===== config.mk =====
export PLATFORM = sky130hd
export DESIGN_NAME = dsi_core
export DESIGN_NICKNAME = d
export VERILOG_FILES = /design/src/design/dsi_pkg.sv /design/src/design/dsi_lane_ctrl_if.sv /design/src/design/dsi_csr_regs.sv /design/src/design/dsi_dphy_lane.sv /design/src/design/dsi_core.sv
export VERILOG_INCLUDE_DIRS = /design/src /design/src/design
export SDC_FILE = /design/constraint.sdc
export NUM_CORES = 1
export LEC_CHECK = 0
export BUFFER_PORTS_ARGS = -buffer_cell sky130_fd_sc_hd__buf_2
export CORE_ASPECT_RATIO = 0.7
export CORE_MARGIN = 2
export CORE_UTILIZATION = 40
export DETAILED_ROUTE_END_ITERATION = 8
export GPL_TIMING_DRIVEN = 0
export PLACE_DENSITY_LB_ADDON = 0.2
export SYNTH_ARGS = -nofsm -noshare
export SYNTH_HDL_FRONTEND = slang
export SYNTH_SLANG_ARGS = --single-unit
export TNS_END_PERCENT = 1

===== constraint.sdc =====
create_clock -name clk_dsi_i -period 6.2 [get_ports clk_dsi_i]
set_input_delay 0.62 -clock clk_dsi_i [delete_from_list [all_inputs] [get_ports clk_dsi_i]]
set_output_delay 0.62 -clock clk_dsi_i [all_outputs]
set_load 0.05 [all_outputs]

===== src/design/dsi_defs.svh =====
////////////////////////////////////////
// DSI core constants
// register map, lane count and the
// clock lane HS pattern
////////////////////////////////////////

`ifndef DSI_DEFS_SVH
`define DSI_DEFS_SVH

// data lanes, clock lane not counted
`define DSI_NUM_LANES 3

// host register addresses
`define DSI_REG_TICK_DIV  6'd0
`define DSI_REG_CTL       6'd1
`define DSI_REG_LP_TX     6'd2
`define DSI_REG_GPIO      6'd3
`define DSI_REG_LANE_CTRL 6'd4

// byte sent by the clock lane in HS mode
`define DSI_CLK_PATTERN 8'hAA

`endif


===== src/design/dsi_pkg.sv =====
////////////////////////////////////////
// DSI core types
// lane payload, lane select, LP line
// pair and host register address
////////////////////////////////////////

package dsi_pkg;

   // one serdes byte per lane per byte clock
   typedef logic [7:0] lane_byte_t;

   // picks one of the four HS input bytes
   typedef logic [1:0] lane_sel_t;

   // low-power line pair of one lane
   typedef struct packed {
      logic p;
      logic n;
   } lp_line_t;

   // host register address
   typedef logic [5:0] reg_addr_t;

endpackage


===== src/design/dsi_lane_ctrl_if.sv =====
////////////////////////////////////////
// DSI lane control interface
// control from the register block to
// one lane, status back
////////////////////////////////////////

`timescale 1ns/100ps

interface dsi_lane_ctrl_if import dsi_pkg::*; ();

   // register block side
   logic       tick;
   logic       hs_req;
   lane_sel_t  lane_sel;
   logic       invert;
   logic       lp_valid;
   lane_byte_t lp_data;

   // lane side
   logic       hs_ready;
   logic       lp_ready;

   modport regs (
      output tick, hs_req, lane_sel, invert, lp_valid, lp_data,
      input  hs_ready, lp_ready
   );

   modport lane (
      input  tick, hs_req, lane_sel, invert, lp_valid, lp_data,
      output hs_ready, lp_ready
   );

endinterface


===== src/design/dsi_csr_regs.sv =====
////////////////////////////////////////
// DSI host register block
// host registers, read-back, tick divider
// and control fan-out to every lane
////////////////////////////////////////

`timescale 1ns/100ps
`include "dsi_defs.svh"

module dsi_csr_regs import dsi_pkg::*; (
   input  logic          clk_dsi_i,
   input  logic          rst_n_dsi,
   input  reg_addr_t     host_addr_i,
   input  logic [31:0]   host_wdata_i,
   input  logic          host_wr_i,
   output logic [31:0]   host_rdata_o,
   dsi_lane_ctrl_if.regs data_lane_o [`DSI_NUM_LANES],
   dsi_lane_ctrl_if.regs clk_lane_o,
   output logic          dsi_reset_n_o,
   output logic [2:0]    dsi_gpio_o
);

   logic [15:0] tick_div_q;
   logic [15:0] tick_cnt_q;
   logic        tick_q;
   logic        clk_en_q;
   logic        hs_req_q;
   logic [2:0]  num_lanes_q;
   logic        lp_valid_q;
   lane_byte_t  lp_data_q;
   logic [7:0]  lane_sel_q;
   logic [3:0]  lane_inv_q;
   logic        clk_inv_q;
   logic        lp_ready0;
   logic [31:0] rd_val;

   // LP transmit is paced by lane 0
   assign lp_ready0 = data_lane_o[0].lp_ready;

   ////////////////////////////////////////
   // tick divider
   ////////////////////////////////////////

   // one tick every tick_div + 1 cycles
   always_ff @(posedge clk_dsi_i) begin
      if (!rst_n_dsi) begin
         tick_cnt_q <= '0;
         tick_q     <= 1'b0;
      end else if (tick_cnt_q >= tick_div_q) begin
         tick_cnt_q <= '0;
         tick_q     <= 1'b1;
      end else begin
         tick_cnt_q <= tick_cnt_q + 16'd1;
         tick_q     <= 1'b0;
      end
   end

   ////////////////////////////////////////
   // host writes
   ////////////////////////////////////////

   always_ff @(posedge clk_dsi_i) begin
      if (!rst_n_dsi) begin
         tick_div_q    <= '0;
         clk_en_q      <= 1'b0;
         hs_req_q      <= 1'b0;
         num_lanes_q   <= '0;
         lp_valid_q    <= 1'b0;
         dsi_reset_n_o <= 1'b0;
         dsi_gpio_o    <= '0;
         lane_sel_q    <= '0;
         lane_inv_q    <= '0;
         clk_inv_q     <= 1'b0;
      end else begin
         lp_valid_q <= 1'b0;
         if (host_wr_i) begin
            case (host_addr_i)
               `DSI_REG_TICK_DIV: tick_div_q <= host_wdata_i[15:0];
               `DSI_REG_CTL: begin
                  clk_en_q    <= host_wdata_i[0];
                  hs_req_q    <= host_wdata_i[1];
                  num_lanes_q <= host_wdata_i[10:8];
               end
               // one byte at a time, dropped while lane 0 is busy
               `DSI_REG_LP_TX:
                  lp_valid_q <= host_wdata_i[8] && lp_ready0 && !lp_valid_q;
               `DSI_REG_GPIO: begin
                  dsi_reset_n_o <= host_wdata_i[0];
                  dsi_gpio_o    <= host_wdata_i[3:1];
               end
               `DSI_REG_LANE_CTRL: begin
                  lane_sel_q <= host_wdata_i[7:0];
                  lane_inv_q <= host_wdata_i[11:8];
                  clk_inv_q  <= host_wdata_i[12];
               end
               default: ;
            endcase
         end
      end
   end

   always_ff @(posedge clk_dsi_i) begin
      if (host_wr_i && host_addr_i == `DSI_REG_LP_TX)
         lp_data_q <= host_wdata_i[7:0];
   end

   ////////////////////////////////////////
   // read-back
   ////////////////////////////////////////

   always_comb begin
      rd_val = '0;
      case (host_addr_i)
         `DSI_REG_CTL: begin
            rd_val[0]    = clk_en_q;
            rd_val[1]    = lp_ready0;
            rd_val[10:8] = num_lanes_q;
         end
         `DSI_REG_GPIO:      rd_val[3:0]  = {dsi_gpio_o, dsi_reset_n_o};
         `DSI_REG_LANE_CTRL: rd_val[12:0] = {clk_inv_q, lane_inv_q, lane_sel_q};
         default: ;
      endcase
   end

   // held during a write cycle
   always_ff @(posedge clk_dsi_i) begin
      if (!rst_n_dsi)
         host_rdata_o <= '0;
      else if (!host_wr_i)
         host_rdata_o <= rd_val;
   end

   ////////////////////////////////////////
   // per-lane control
   ////////////////////////////////////////

   for (genvar i = 0; i < `DSI_NUM_LANES; i++) begin : g_data_lane
      assign data_lane_o[i].tick     = tick_q;
      // only the first num_lanes lanes go to HS
      assign data_lane_o[i].hs_req   = hs_req_q && (num_lanes_q > 3'(i));
      assign data_lane_o[i].lane_sel = lane_sel_q[2*i +: 2];
      assign data_lane_o[i].invert   = lane_inv_q[i];
      assign data_lane_o[i].lp_valid = lp_valid_q && (lane_sel_q[2*i +: 2] == 2'd0);
      assign data_lane_o[i].lp_data  = lp_data_q;
   end

   // clock lane never sends LP bytes
   assign clk_lane_o.tick     = tick_q;
   assign clk_lane_o.hs_req   = clk_en_q;
   assign clk_lane_o.lane_sel = '0;
   assign clk_lane_o.invert   = clk_inv_q;
   assign clk_lane_o.lp_valid = 1'b0;
   assign clk_lane_o.lp_data  = '0;

endmodule


===== src/design/dsi_dphy_lane.sv =====
////////////////////////////////////////
// D-PHY lane
// LP state sequencing into HS, HS byte
// output and bit-serial LP transmit
////////////////////////////////////////

`timescale 1ns/100ps
`include "dsi_defs.svh"

module dsi_dphy_lane import dsi_pkg::*; #(
   parameter bit IS_CLOCK = 1'b0
) (
   input  logic             clk_dsi_i,
   input  logic             rst_n_dsi,
   dsi_lane_ctrl_if.lane    ctrl,
   input  lane_byte_t [3:0] hs_data_i,
   input  logic             hs_valid_i,
   output lane_byte_t       serdes_data_o,
   output logic             serdes_oe_o,
   output lp_line_t         lp_o,
   output logic             lp_oe_o
);

   typedef enum logic [1:0] {
      ST_STOP,
      ST_HS_RQST,
      ST_BRIDGE,
      ST_HS
   } lane_state_t;

   lane_state_t state_q;
   lane_state_t state_d;
   logic        lp_pend_q;
   logic        lp_busy_q;
   logic        lp_idle;
   lane_byte_t  lp_sreg_q;
   logic [2:0]  lp_cnt_q;
   lane_byte_t  hs_byte;
   logic        hs_take;
   lane_byte_t  serdes_q;

   assign lp_idle = !lp_pend_q && !lp_busy_q;

   ////////////////////////////////////////
   // LP state sequencing
   ////////////////////////////////////////

   // one step per tick, stop is left only with no LP byte in flight
   always_comb begin
      state_d = state_q;
      if (ctrl.tick) begin
         case (state_q)
            ST_STOP:
               if (ctrl.hs_req && lp_idle && !ctrl.lp_valid)
                  state_d = ST_HS_RQST;
            ST_HS_RQST: state_d = ctrl.hs_req ? ST_BRIDGE : ST_STOP;
            ST_BRIDGE:  state_d = ctrl.hs_req ? ST_HS : ST_STOP;
            default:
               if (!ctrl.hs_req)
                  state_d = ST_STOP;
         endcase
      end
   end

   always_ff @(posedge clk_dsi_i) begin
      if (!rst_n_dsi)
         state_q <= ST_STOP;
      else
         state_q <= state_d;
   end

   assign lp_oe_o       = (state_q != ST_HS);
   assign serdes_oe_o   = (state_q == ST_HS);
   assign ctrl.hs_ready = (state_q == ST_HS);
   assign ctrl.lp_ready = lp_idle;

   ////////////////////////////////////////
   // LP serial transmit
   ////////////////////////////////////////

   // wait for the next tick, then 8 bits msb first
   always_ff @(posedge clk_dsi_i) begin
      if (!rst_n_dsi) begin
         lp_pend_q <= 1'b0;
         lp_busy_q <= 1'b0;
         lp_cnt_q  <= '0;
      end else if (ctrl.lp_valid && lp_idle) begin
         lp_pend_q <= 1'b1;
      end else if (ctrl.tick && lp_pend_q) begin
         lp_pend_q <= 1'b0;
         lp_busy_q <= 1'b1;
         lp_cnt_q  <= '0;
      end else if (ctrl.tick && lp_busy_q) begin
         if (lp_cnt_q == 3'd7)
            lp_busy_q <= 1'b0;
         lp_cnt_q <= lp_cnt_q + 3'd1;
      end
   end

   always_ff @(posedge clk_dsi_i) begin
      if (ctrl.lp_valid && lp_idle)
         lp_sreg_q <= ctrl.lp_data;
      else if (ctrl.tick && lp_busy_q)
         lp_sreg_q <= {lp_sreg_q[6:0], 1'b0};
   end

   // line levels per state
   always_comb begin
      case (state_q)
         ST_STOP: begin
            lp_o.p = lp_busy_q ? lp_sreg_q[7] : 1'b1;
            lp_o.n = lp_busy_q ? !lp_sreg_q[7] : 1'b1;
         end
         ST_HS_RQST: begin
            lp_o.p = 1'b0;
            lp_o.n = 1'b1;
         end
         default: begin
            lp_o.p = 1'b0;
            lp_o.n = 1'b0;
         end
      endcase
   end

   ////////////////////////////////////////
   // HS byte output
   ////////////////////////////////////////

   always_comb begin
      if (IS_CLOCK) begin
         hs_byte = `DSI_CLK_PATTERN;
         hs_take = 1'b1;
      end else begin
         hs_byte = hs_data_i[ctrl.lane_sel];
         hs_take = hs_valid_i;
      end
   end

   // keyed on the next state so the byte is zero outside HS
   always_ff @(posedge clk_dsi_i) begin
      if (!rst_n_dsi)
         serdes_q <= '0;
      else if (state_d == ST_HS && hs_take)
         serdes_q <= hs_byte ^ {8{ctrl.invert}};
      else
         serdes_q <= '0;
   end

   assign serdes_data_o = serdes_q;

endmodule


===== src/design/dsi_core.sv =====
////////////////////////////////////////
// DSI core top level
// register block, data lanes and the
// clock lane
////////////////////////////////////////

`timescale 1ns/100ps
`include "dsi_defs.svh"

module dsi_core import dsi_pkg::*; (
   input  logic                    clk_dsi_i,
   input  logic                    rst_n_dsi,
   input  reg_addr_t               host_addr_i,
   input  logic [31:0]             host_wdata_i,
   input  logic                    host_wr_i,
   output logic [31:0]             host_rdata_o,
   input  lane_byte_t [3:0]        hs_data_i,
   input  logic                    hs_valid_i,
   output lane_byte_t [3:0]        serdes_data_o,
   output logic [3:0]              serdes_oe_o,
   output logic [`DSI_NUM_LANES-1:0] dsi_lp_p_o,
   output logic [`DSI_NUM_LANES-1:0] dsi_lp_n_o,
   output logic [`DSI_NUM_LANES-1:0] dsi_lp_oe_o,
   output logic                    dsi_clk_lp_p_o,
   output logic                    dsi_clk_lp_n_o,
   output logic                    dsi_clk_lp_oe_o,
   output logic                    dsi_reset_n_o,
   output logic [2:0]              dsi_gpio_o
);

   lp_line_t data_lp [`DSI_NUM_LANES];
   lp_line_t clk_lp;

   dsi_lane_ctrl_if data_ctrl [`DSI_NUM_LANES] ();
   dsi_lane_ctrl_if clk_ctrl ();

   dsi_csr_regs csr_i (
      .clk_dsi_i     (clk_dsi_i),
      .rst_n_dsi     (rst_n_dsi),
      .host_addr_i   (host_addr_i),
      .host_wdata_i  (host_wdata_i),
      .host_wr_i     (host_wr_i),
      .host_rdata_o  (host_rdata_o),
      .data_lane_o   (data_ctrl),
      .clk_lane_o    (clk_ctrl),
      .dsi_reset_n_o (dsi_reset_n_o),
      .dsi_gpio_o    (dsi_gpio_o)
   );

   ////////////////////////////////////////
   // data lanes
   ////////////////////////////////////////

   for (genvar i = 0; i < `DSI_NUM_LANES; i++) begin : g_lane
      dsi_dphy_lane #(.IS_CLOCK(1'b0)) lane_i (
         .clk_dsi_i     (clk_dsi_i),
         .rst_n_dsi     (rst_n_dsi),
         .ctrl          (data_ctrl[i]),
         .hs_data_i     (hs_data_i),
         .hs_valid_i    (hs_valid_i),
         .serdes_data_o (serdes_data_o[i]),
         .serdes_oe_o   (serdes_oe_o[i]),
         .lp_o          (data_lp[i]),
         .lp_oe_o       (dsi_lp_oe_o[i])
      );

      assign dsi_lp_p_o[i] = data_lp[i].p;
      assign dsi_lp_n_o[i] = data_lp[i].n;
   end

   // clock lane takes the last serdes byte
   dsi_dphy_lane #(.IS_CLOCK(1'b1)) clk_lane_i (
      .clk_dsi_i     (clk_dsi_i),
      .rst_n_dsi     (rst_n_dsi),
      .ctrl          (clk_ctrl),
      .hs_data_i     (hs_data_i),
      .hs_valid_i    (hs_valid_i),
      .serdes_data_o (serdes_data_o[`DSI_NUM_LANES]),
      .serdes_oe_o   (serdes_oe_o[`DSI_NUM_LANES]),
      .lp_o          (clk_lp),
      .lp_oe_o       (dsi_clk_lp_oe_o)
   );

   assign dsi_clk_lp_p_o = clk_lp.p;
   assign dsi_clk_lp_n_o = clk_lp.n;

endmodule


==> metrics.csv, run 1 <==
metric,value,unit
Post-CTS Setup Bufs,0,
CP required,6.24,ns
largest area contributor in the netlist,dfxtp_1,
Clock Skews,0.008298,ns
core area,18160,um^2
Routed Antenna Nets,0,
Buf/Inv on CP,1,
crit end category,flop,
H-tree depth,4,
cell chain of the critical path,buf_2 -> or3_1 -> or3_1 -> nor3_1,
"worst slack, placed",3.401,ns
io pins,158,
share of power burned in the clock network,48.6,%
post-synth top area share,31.68,%
largest net degree at the start of global routing,17,
Seq cells post-synth,150,
initial core utilization,41.06,%
grt total ovfl,0,
vias in the first global route,5418,
Area Growth Syn to Fin,21.43,%
wire per inst,16.94,um
Die Span X,167.2,um
initial antenna violation count,1,
synth unique cells,57,
syn avg cell area,10.09,um^2
"Cell Count, Final, Fillers Out",1147,
"CP delay by family, top",simple AND/OR/NAND/NOR gates,
DRC Markers,16,
maximum vdd drop,0.1455,mV
Reg2Reg Setup Slack,4.01,ns
initial DRC count,437,
P_sw,0.5400,mW
Slew HR,27.31,%
Tmin final,2.353,ns
Std-Cell Rows,41,
CTS buffer count,17,
routability congestion estimate,0.8182,
CTS tree,yes,
Least-Margin Pin Slew,1.082,ns
number of synthesized flops with an enable pin,32,
Max Cap Violations,0,
Worst setup SP type,primary input,
Die H,118.2,um
status,"finished, violations left",
Die Area,19760,um^2
via count,5935,
most common cell in the synthesized netlist,dfxtp_1,
"Arr. time, crit path",2.40,ns
Final WS setup,3.847,ns
final hold violation count,0,
async set-or-reset flop fraction in the synthesized netlist,0,%
vias per cell,5.174,
Synth Warn #,0,
Pwr Density,248.6,nW/um^2
final setup TNS,0,ns
period utilisation layout,37.96,%
total global-route track usage,20.04,%
Max Clk Rate,424.9,MHz
Bufs on Longest Clock Path,2,
Total Wirelength,19430,um
Mapped Cells,739,
RSZ-0062 raised after global routing,no,
Cell Int Power,1.710,mW
prevailing post-synth register cell,dfxtp_1,
CP peak stage delay,0.84,ns
ratio of cells with drive above 1 in the final layout,27.69,%
"slowest stage cell, crit path",nor3_1,
synth top area cells,"dfxtp_1 (32%), edfxtp_1 (13%), mux4_2 (7.2%)",
register area share after synthesis,44.57,%
CP Max Fanout,8,
number of port buffers,121,
commonest cells in the netlist,"dfxtp_1 (118), nand2_1 (63), nor2_1 (48)",
Placed Instances,1114,
type of the worst min-delay path,primary input to flop,
power share of the sequential group,44.5,%
Syn Std Cell Area,7456,um^2
Net Sw Frac,24.00,%
detailed placement HPWL,14500,um
cell leakage power,3.615,nW
Root Driver,clkbuf_16,
Most common cell on crit path,or3_1,
Post-CTS Hold Buffers,0,
clock net sink count,150,
Final Setup Violations,0,
"Slew Viols, Final",0,
Resized Gates After CTS,0,
Crit Path Category,primary input to flop,
Final #Nets,994,
worst skew pair latency,0.43,ns
"Reg clk slew, reported paths",0.06,ns
1st-pass router iterations,7,
Comb pwr share,6.8,%
first-pass GRT wire length,30830,um
failing checks,DRC,
-- state kept, by name, summed over array words and instances, names as in the netlist, 8 cells and up --
register / flops
g_lane.lane_i.lp_sreg_q: 24
g_lane.lane_i.serdes_data_o: 24
csr_i.tick_cnt_q: 16
csr_i.tick_div_q: 16
csr_i.host_rdata_o: 13
g_lane.lane_i.lp_cnt_q: 9
csr_i.data_lane_o.lp_data: 8
csr_i.lane_sel_q: 8
-- per-stage QoR --
step | utilization, % | power, mW | instance area (um^2) | hold slack [ns]
6_report | 49.86 | 2.250 | 9054 | 0.4383
5_1_grt | 49.84 | 2.314 | 9051 | 0.4430
4_1_cts | 49.84 | 2.259 | 9051 | 0.4417
3_5_place_dp | 46.39 | 1.175 | 8424 | 0.4646
3_3_place_gp | 46.39 | 1.174 | 8424 | 0.4590
2_1_floorplan | - | 1.123 | 7523 | 0.4437
-- path summary, 6_finish.rpt --
kind,start,endpoint,depth (start not counted)
min,host_wdata_i[4],csr_i.data_lane_o[0].lp_data[4]$_DFFE_PP_,1
max,host_addr_i[3],csr_i.data_lane_o[0].lp_data[6]$_DFFE_PP_,4
min reg2reg,csr_i.host_rdata_o[12]$_SDFFE_PN0N_,csr_i.host_rdata_o[12]$_SDFFE_PN0N_,2
max reg2reg,csr_i.tick_div_q[15]$_SDFFE_PN0P_,csr_i.tick_cnt_q[5]$_SDFF_PP0_,7
-- per-layer routing --
layer / up-vias / routed length, um / share of wire, % / track usage, %
met5: - / 7 / 0.036 / 0
met4: 2 / 240 / 1.2 / 5.761
met3: 21 / 1342 / 6.9 / 3.851
met2: 215 / 7816 / 40 / 27.39
met1: 2810 / 10030 / 52 / 31.50
li1: 2887 / - / - / -
-- power groups by stage --
stage	Clock [mW]	Sequential, mW	Combinational, mW
after CTS	1.11	1.00	0.152
after detailed placement	0	1.02	0.152
final	1.09	1.00	0.154
after floorplan	0	1.03	0.0951
after global placement	0	1.02	0.151
after global routing	1.15	1.00	0.164
-- layout make-up --
cell class | instances | area (um^2)
diodes | 1 | 2.502
plain buffers | 73 | 410.4
clock buffers | 20 | 489.2
repair buffers | 121 | 605.6
clock inverters | 12 | 137.6
well taps | 236 | 295.3
fillers | 1696 | 9106
flip-flops and latches | 150 | 3323
multi-input cells | 499 | 3659
inverters | 35 | 131.4
-- cells in the final DEF (no fill, tap or decap), drive strengths merged, types with 19 or more instances in the layout --
cell type / instances
nand3: 38
edfxtp: 32
nand2: 63
ha: 23
a21oi: 20
dfxtp: 118
buf: 167
nor2b: 32
o21ai: 21
conb: 19
nor3: 25
nor2: 48
xnor2: 29
a21boi: 35
mux2: 21
inv: 39
mux4: 24
clkbuf: 47
-- cells by family after synthesis --
family	count (synthesis)	synth area share, %
adders and majority gates	23	3.860
and+or+nand+nor	247	16.71
muxes	61	12.57
buffers and inverters	108	7.266
DFF	150	44.57
other	1	0.05030
xor gates and xnor gates	35	4.111
AOI/OAI and AO/OA	114	10.86
No activity file was read; power rests on OpenSTA's default activity.
==> run 2, diff against run 1 <==
==> constraint.sdc (replaced) <==
create_clock -name clk_dsi_i -period 1.9 [get_ports clk_dsi_i]
set_input_delay 0.19 -clock clk_dsi_i [delete_from_list [all_inputs] [get_ports clk_dsi_i]]
set_output_delay 0.19 -clock clk_dsi_i [all_outputs]
set_load 0.05 [all_outputs]
==> metrics.csv, run 2 (synthesis gave the netlist of run 1 again) <==
metric,value,unit
Pwr Density,773.5,nW/um^2
post-route cell area,9240,um^2
final hold violation count,0,
Clock Skews,0.008763,ns
H-tree depth,4,
critical hold path startpoint,host_wdata_i[4],
worst skew pair latency,0.42,ns
detailed placement HPWL,14570,um
wl on met1,10180,um
Die Span X,167.2,um
first-pass GRT wire length,30840,um
Max Clk Rate,493.7,MHz
RSZ-0062 raised after global routing,yes,
Total Wirelength,19680,um
worst reg2reg path startpoint,csr_i.tick_div_q[13]$_SDFFE_PN0P_,
period utilisation layout,106.6,%
Final #Nets,1002,
Die H,118.2,um
1st-pass router iterations,7,
initial DRC count,497,
initial core utilization,41.06,%
Slew HR,44.35,%
vias in the first global route,5422,
CP Launch Point,csr_i.tick_div_q[13]$_SDFFE_PN0P_,
Filler Cells Inserted,1667,
"worst slack, placed",-0.2208,ns
Max Cap Violations,0,
maximum vdd drop,0.6145,mV
DR WL met3,1413,um
Area Growth Syn to Fin,23.93,%
CP Max Fanout,4,
wire per inst,17.05,um
"Reg clk slew, reported paths",0.06,ns
Placed Instances,1114,
R2R cell count,8,
largest net degree at the start of global routing,17,
total global-route track usage,20.15,%
most frequent cells in the layout,"buf_2 (130), dfxtp_1 (109), nand2_1 (59)",
Min-Delay Path Depth,1,
"Arr. time, crit path",2.34,ns
vias per cell,5.146,
ratio of cells with drive above 1 in the final layout,32.24,%
io pins,158,
CTS tree,yes,
"Slew Viols, Final",0,
"Cell Count, Final, Fillers Out",1154,
CTS buffer count,17,
grt total ovfl,0,
crit end category,flop,
Std-Cell Rows,41,
cell leakage power,3.660,nW
Bufs on Longest Clock Path,2,
Final WS setup,-0.1253,ns
core area,18160,um^2
Least-Margin Pin Slew,0.8348,ns
failing checks,"DRC, setup timing",
"commonest non-fill, non-tap cell in the layout",buf_2,
routability congestion estimate,0.8032,
antenna cells,0,
initial antenna violation count,2,
placed inst area,8429,um^2
Worst setup SP type,flop,
max layer used,met5,
Crit Path Category,flop to flop,
Tmin final,2.025,ns
status,"finished, violations left",
Root Driver,clkbuf_16,
type of the worst min-delay path,primary input to flop,
Die Area,19760,um^2
CP required,2.21,ns
DRC Markers,8,
met2 wire length,7879,um
Routed Antenna Nets,0,
final setup TNS,-1.453,ns
Tot Pwr,7.147,mW
via count,5938,
clock net sink count,150,
number of port buffers,121,
Final Setup Violations,14,
## run 2: repair_timing
action | 4_1_cts | 5_1_grt
pin swaps | 4 | 9
gates resized for setup | 19 | 22
setup endpoints to repair | 61 | 50
hold buffers | 0 | 0
cloned | 0 | 1
buffers inserted | 2 | 5
## run 2: cell type report
type	count	area (um^2)	area share, %
multi-input combinational	499	3796	41.08
sequential	150	3334	36.09
timing repair buffer	129	666.9	7.217
clock buffer	19	475.5	5.146
buffer	73	421.7	4.563
tap	236	295.3	3.196
inverter	35	131.4	1.422
clock inverter	13	118.9	1.286
## run 2: worst paths after layout
kind         slack, ns                                        end
max              -0.13             csr_i.tick_cnt_q[4]$_SDFF_PP0_
min               0.01  csr_i.data_lane_o[0].lp_data[4]$_DFFE_PP_
max reg2reg      -0.13             csr_i.tick_cnt_q[4]$_SDFF_PP0_
min reg2reg       0.45             csr_i.tick_cnt_q[0]$_SDFF_PP0_
## run 2: stage by stage
| stage | hold WS [ns] | util [%] |
|---|---|---|
| floorplan | 0.2670 | - |
| global placement | 0.4502 | 46.42 |
| detailed placement | 0.4513 | 46.42 |
| CTS | 0.007395 | 50.12 |
| global route | 0.001611 | 50.88 |
| finish | 0.01154 | 50.88 |
## run 2: routing by layer
metal / track usage [%] / vias up
met5: 0 / -
met4: 5.598 / 2
met3: 4.789 / 17
met2: 26.69 / 198
met1: 31.85 / 2820
li1: - / 2901
## run 2: power breakdown
group | total, mW | leakage [nW] | internal, mW | switching (mW)
Sequential | 3.27 | 1.24 | 3.26 | 0.0125
Clock | 3.37 | 0.279 | 1.96 | 1.40
Combinational | 0.510 | 2.14 | 0.191 | 0.319
Total | 7.15 | 3.66 | 5.41 | 1.73
## run 2: worst max-delay path, stage by stage, from the launching register on
cell and delay (ns):
dfxtp_2 0.33, inv_2 0.04, ha_4 0.26, nand4_1 0.21, a211o_1 0.38, o31ai_4 0.34, buf_4 0.18, buf_6 0.12
nor3_1 0.05
==> run 3, diff against run 2 <==
--- a/config.mk
+++ b/config.mk
@@ -13,6 +13,7 @@
 export DETAILED_ROUTE_END_ITERATION = 8
 export GPL_TIMING_DRIVEN = 0
 export PLACE_DENSITY_LB_ADDON = 0.2
+export SETUP_SLACK_MARGIN = 0.05
 export SYNTH_ARGS = -nofsm -noshare
 export SYNTH_HDL_FRONTEND = slang
 export SYNTH_SLANG_ARGS = --single-unit
==> metrics.csv, run 3 (synthesis gave the netlist of run 1 again) <==
metric,value,unit
io pins,158,
Slew HR,45.27,%
"Arr. time, crit path",2.26,ns
clock net sink count,150,
Die Span X,167.2,um
crit end category,flop,
maximum vdd drop,0.6144,mV
"slowest stage cell, crit path",dfxtp_4,
RSZ-0062 raised after global routing,yes,
R2R cell count,6,
DRC Markers,8,
Die Area,19760,um^2
Final #Nets,996,
Max Clk Rate,513.2,MHz
final hold violation count,0,
grt total ovfl,0,
Final WS setup,-0.04863,ns
Final Setup Violations,14,
initial antenna violation count,2,
1st-pass router iterations,7,
Filler Cells Inserted,1667,
"commonest non-fill, non-tap cell in the layout",buf_2,
Die H,118.2,um
wire per inst,17.12,um
max layer used,met5,
period utilisation layout,102.6,%
Std-Cell Rows,41,
Bufs on Longest Clock Path,2,
status,"finished, violations left",
Pwr Density,772.9,nW/um^2
CP Max Fanout,10,
Crit Path Category,flop to flop,
first-pass GRT wire length,31060,um
detailed placement HPWL,14570,um
total global-route track usage,20.34,%
"Slew Viols, Final",0,
via count,5913,
DR WL met3,1344,um
initial DRC count,476,
Hold Slack,0.02025,ns
"Reg clk slew, reported paths",0.06,ns
type of the worst min-delay path,primary input to flop,
core area,18160,um^2
cell leakage power,3.641,nW
Area Growth Syn to Fin,23.90,%
wl on met1,10150,um
CTS tree,yes,
Root Driver,clkbuf_16,
area of the multi-input gates,3826,um^2
initial core utilization,41.06,%
Worst setup SP type,flop,
Routed Antenna Nets,0,
register area,3339,um^2
failing checks,"DRC, setup timing",
"Cell Count, Final, Fillers Out",1148,
final setup TNS,-0.3932,ns
Total Wirelength,19650,um
Clock Skews,0.008429,ns
Placed Instances,1114,
Min-Delay Path Depth,1,
Max Cap Violations,0,
vias in the first global route,5477,
H-tree depth,4,
CP required,2.21,ns
Tmin final,1.949,ns
routability congestion estimate,0.8032,
antenna cells,0,
CP peak stage delay,0.37,ns
cell chain of the critical path,ha_4 -> nand4_1 -> a211o_1 -> o31ai_4 -> buf_6 -> nor3_1,
ratio of cells with drive above 1 in the final layout,32.57,%
CTS buffer count,17,
number of port buffers,121,
largest net degree at the start of global routing,17,
Least-Margin Pin Slew,0.8209,ns
most frequent cells in the layout,"buf_2 (127), dfxtp_1 (107), nand2_1 (59)",
worst skew pair latency,0.42,ns
met2 wire length,7957,um
vias per cell,5.151,
run 3: changes by cell type in the layout (fill, tap and decap cells not counted), sizes merged:
cell,previous run,this run
clkbuf,46,48
buf,175,167
run 3: area by class of cell:
cell class,count,share of cell area (%)
clock buffer,19,5.147
sequential,150,36.15
timing repair buffer,123,6.786
tap,236,3.197
buffer,73,4.592
multi-input combinational,499,41.42
inverter,35,1.422
clock inverter,13,1.287
run 3: repair_timing:
item                       CTS  global route
setup buffers                2             0
pin swaps                   11             4
resized for setup           45             7
hold buffers                 0             0
setup endpoints to repair   64            71
run 3: layer usage:
layer,track usage [%],vias to the layer above
met5,0,-
met4,5.598,2
met3,4.789,16
met2,27.20,204
met1,31.99,2807
li1,-,2884
run 3: worst paths after layout:
check,start,endpoint,slack [ns]
max,csr_i.tick_cnt_q[13]$_SDFF_PP0_,csr_i.tick_cnt_q[13]$_SDFF_PP0_,-0.05
min,host_wdata_i[4],csr_i.data_lane_o[0].lp_data[4]$_DFFE_PP_,0.02
max reg2reg,csr_i.tick_cnt_q[13]$_SDFF_PP0_,csr_i.tick_cnt_q[13]$_SDFF_PP0_,-0.05
min reg2reg,csr_i.tick_cnt_q[0]$_SDFF_PP0_,csr_i.tick_cnt_q[0]$_SDFF_PP0_,0.46
run 3: power breakdown:
part	leakage, nW	switching (mW)	total (mW)	internal, mW
Combinational	2.12	0.318	0.507	0.188
Sequential	1.24	0.0132	3.27	3.26
Clock	0.279	1.40	3.36	1.96
run 3: stage by stage:
stage	setup WS [ns]	total power, mW	utilization (%)	cell area [um^2]
global placement	-0.2374	3.830	46.42	8429
finish	-0.04863	7.140	50.87	9238
floorplan	0.05808	3.665	-	7528
CTS	0.005362	7.189	50.71	9209
global route	-0.1278	7.389	50.87	9238
detailed placement	-0.2208	3.831	46.42	8429
run 3: critical path: cells and delay by family (launching register included):
kind / cells / cell delay [ns]
and+or+nand+nor: 2 / 0.31
buffers and inverters: 1 / 0.21
DFF: 1 / 0.37
adders and majority gates: 1 / 0.27
AOI/OAI and AO/OA: 2 / 0.67
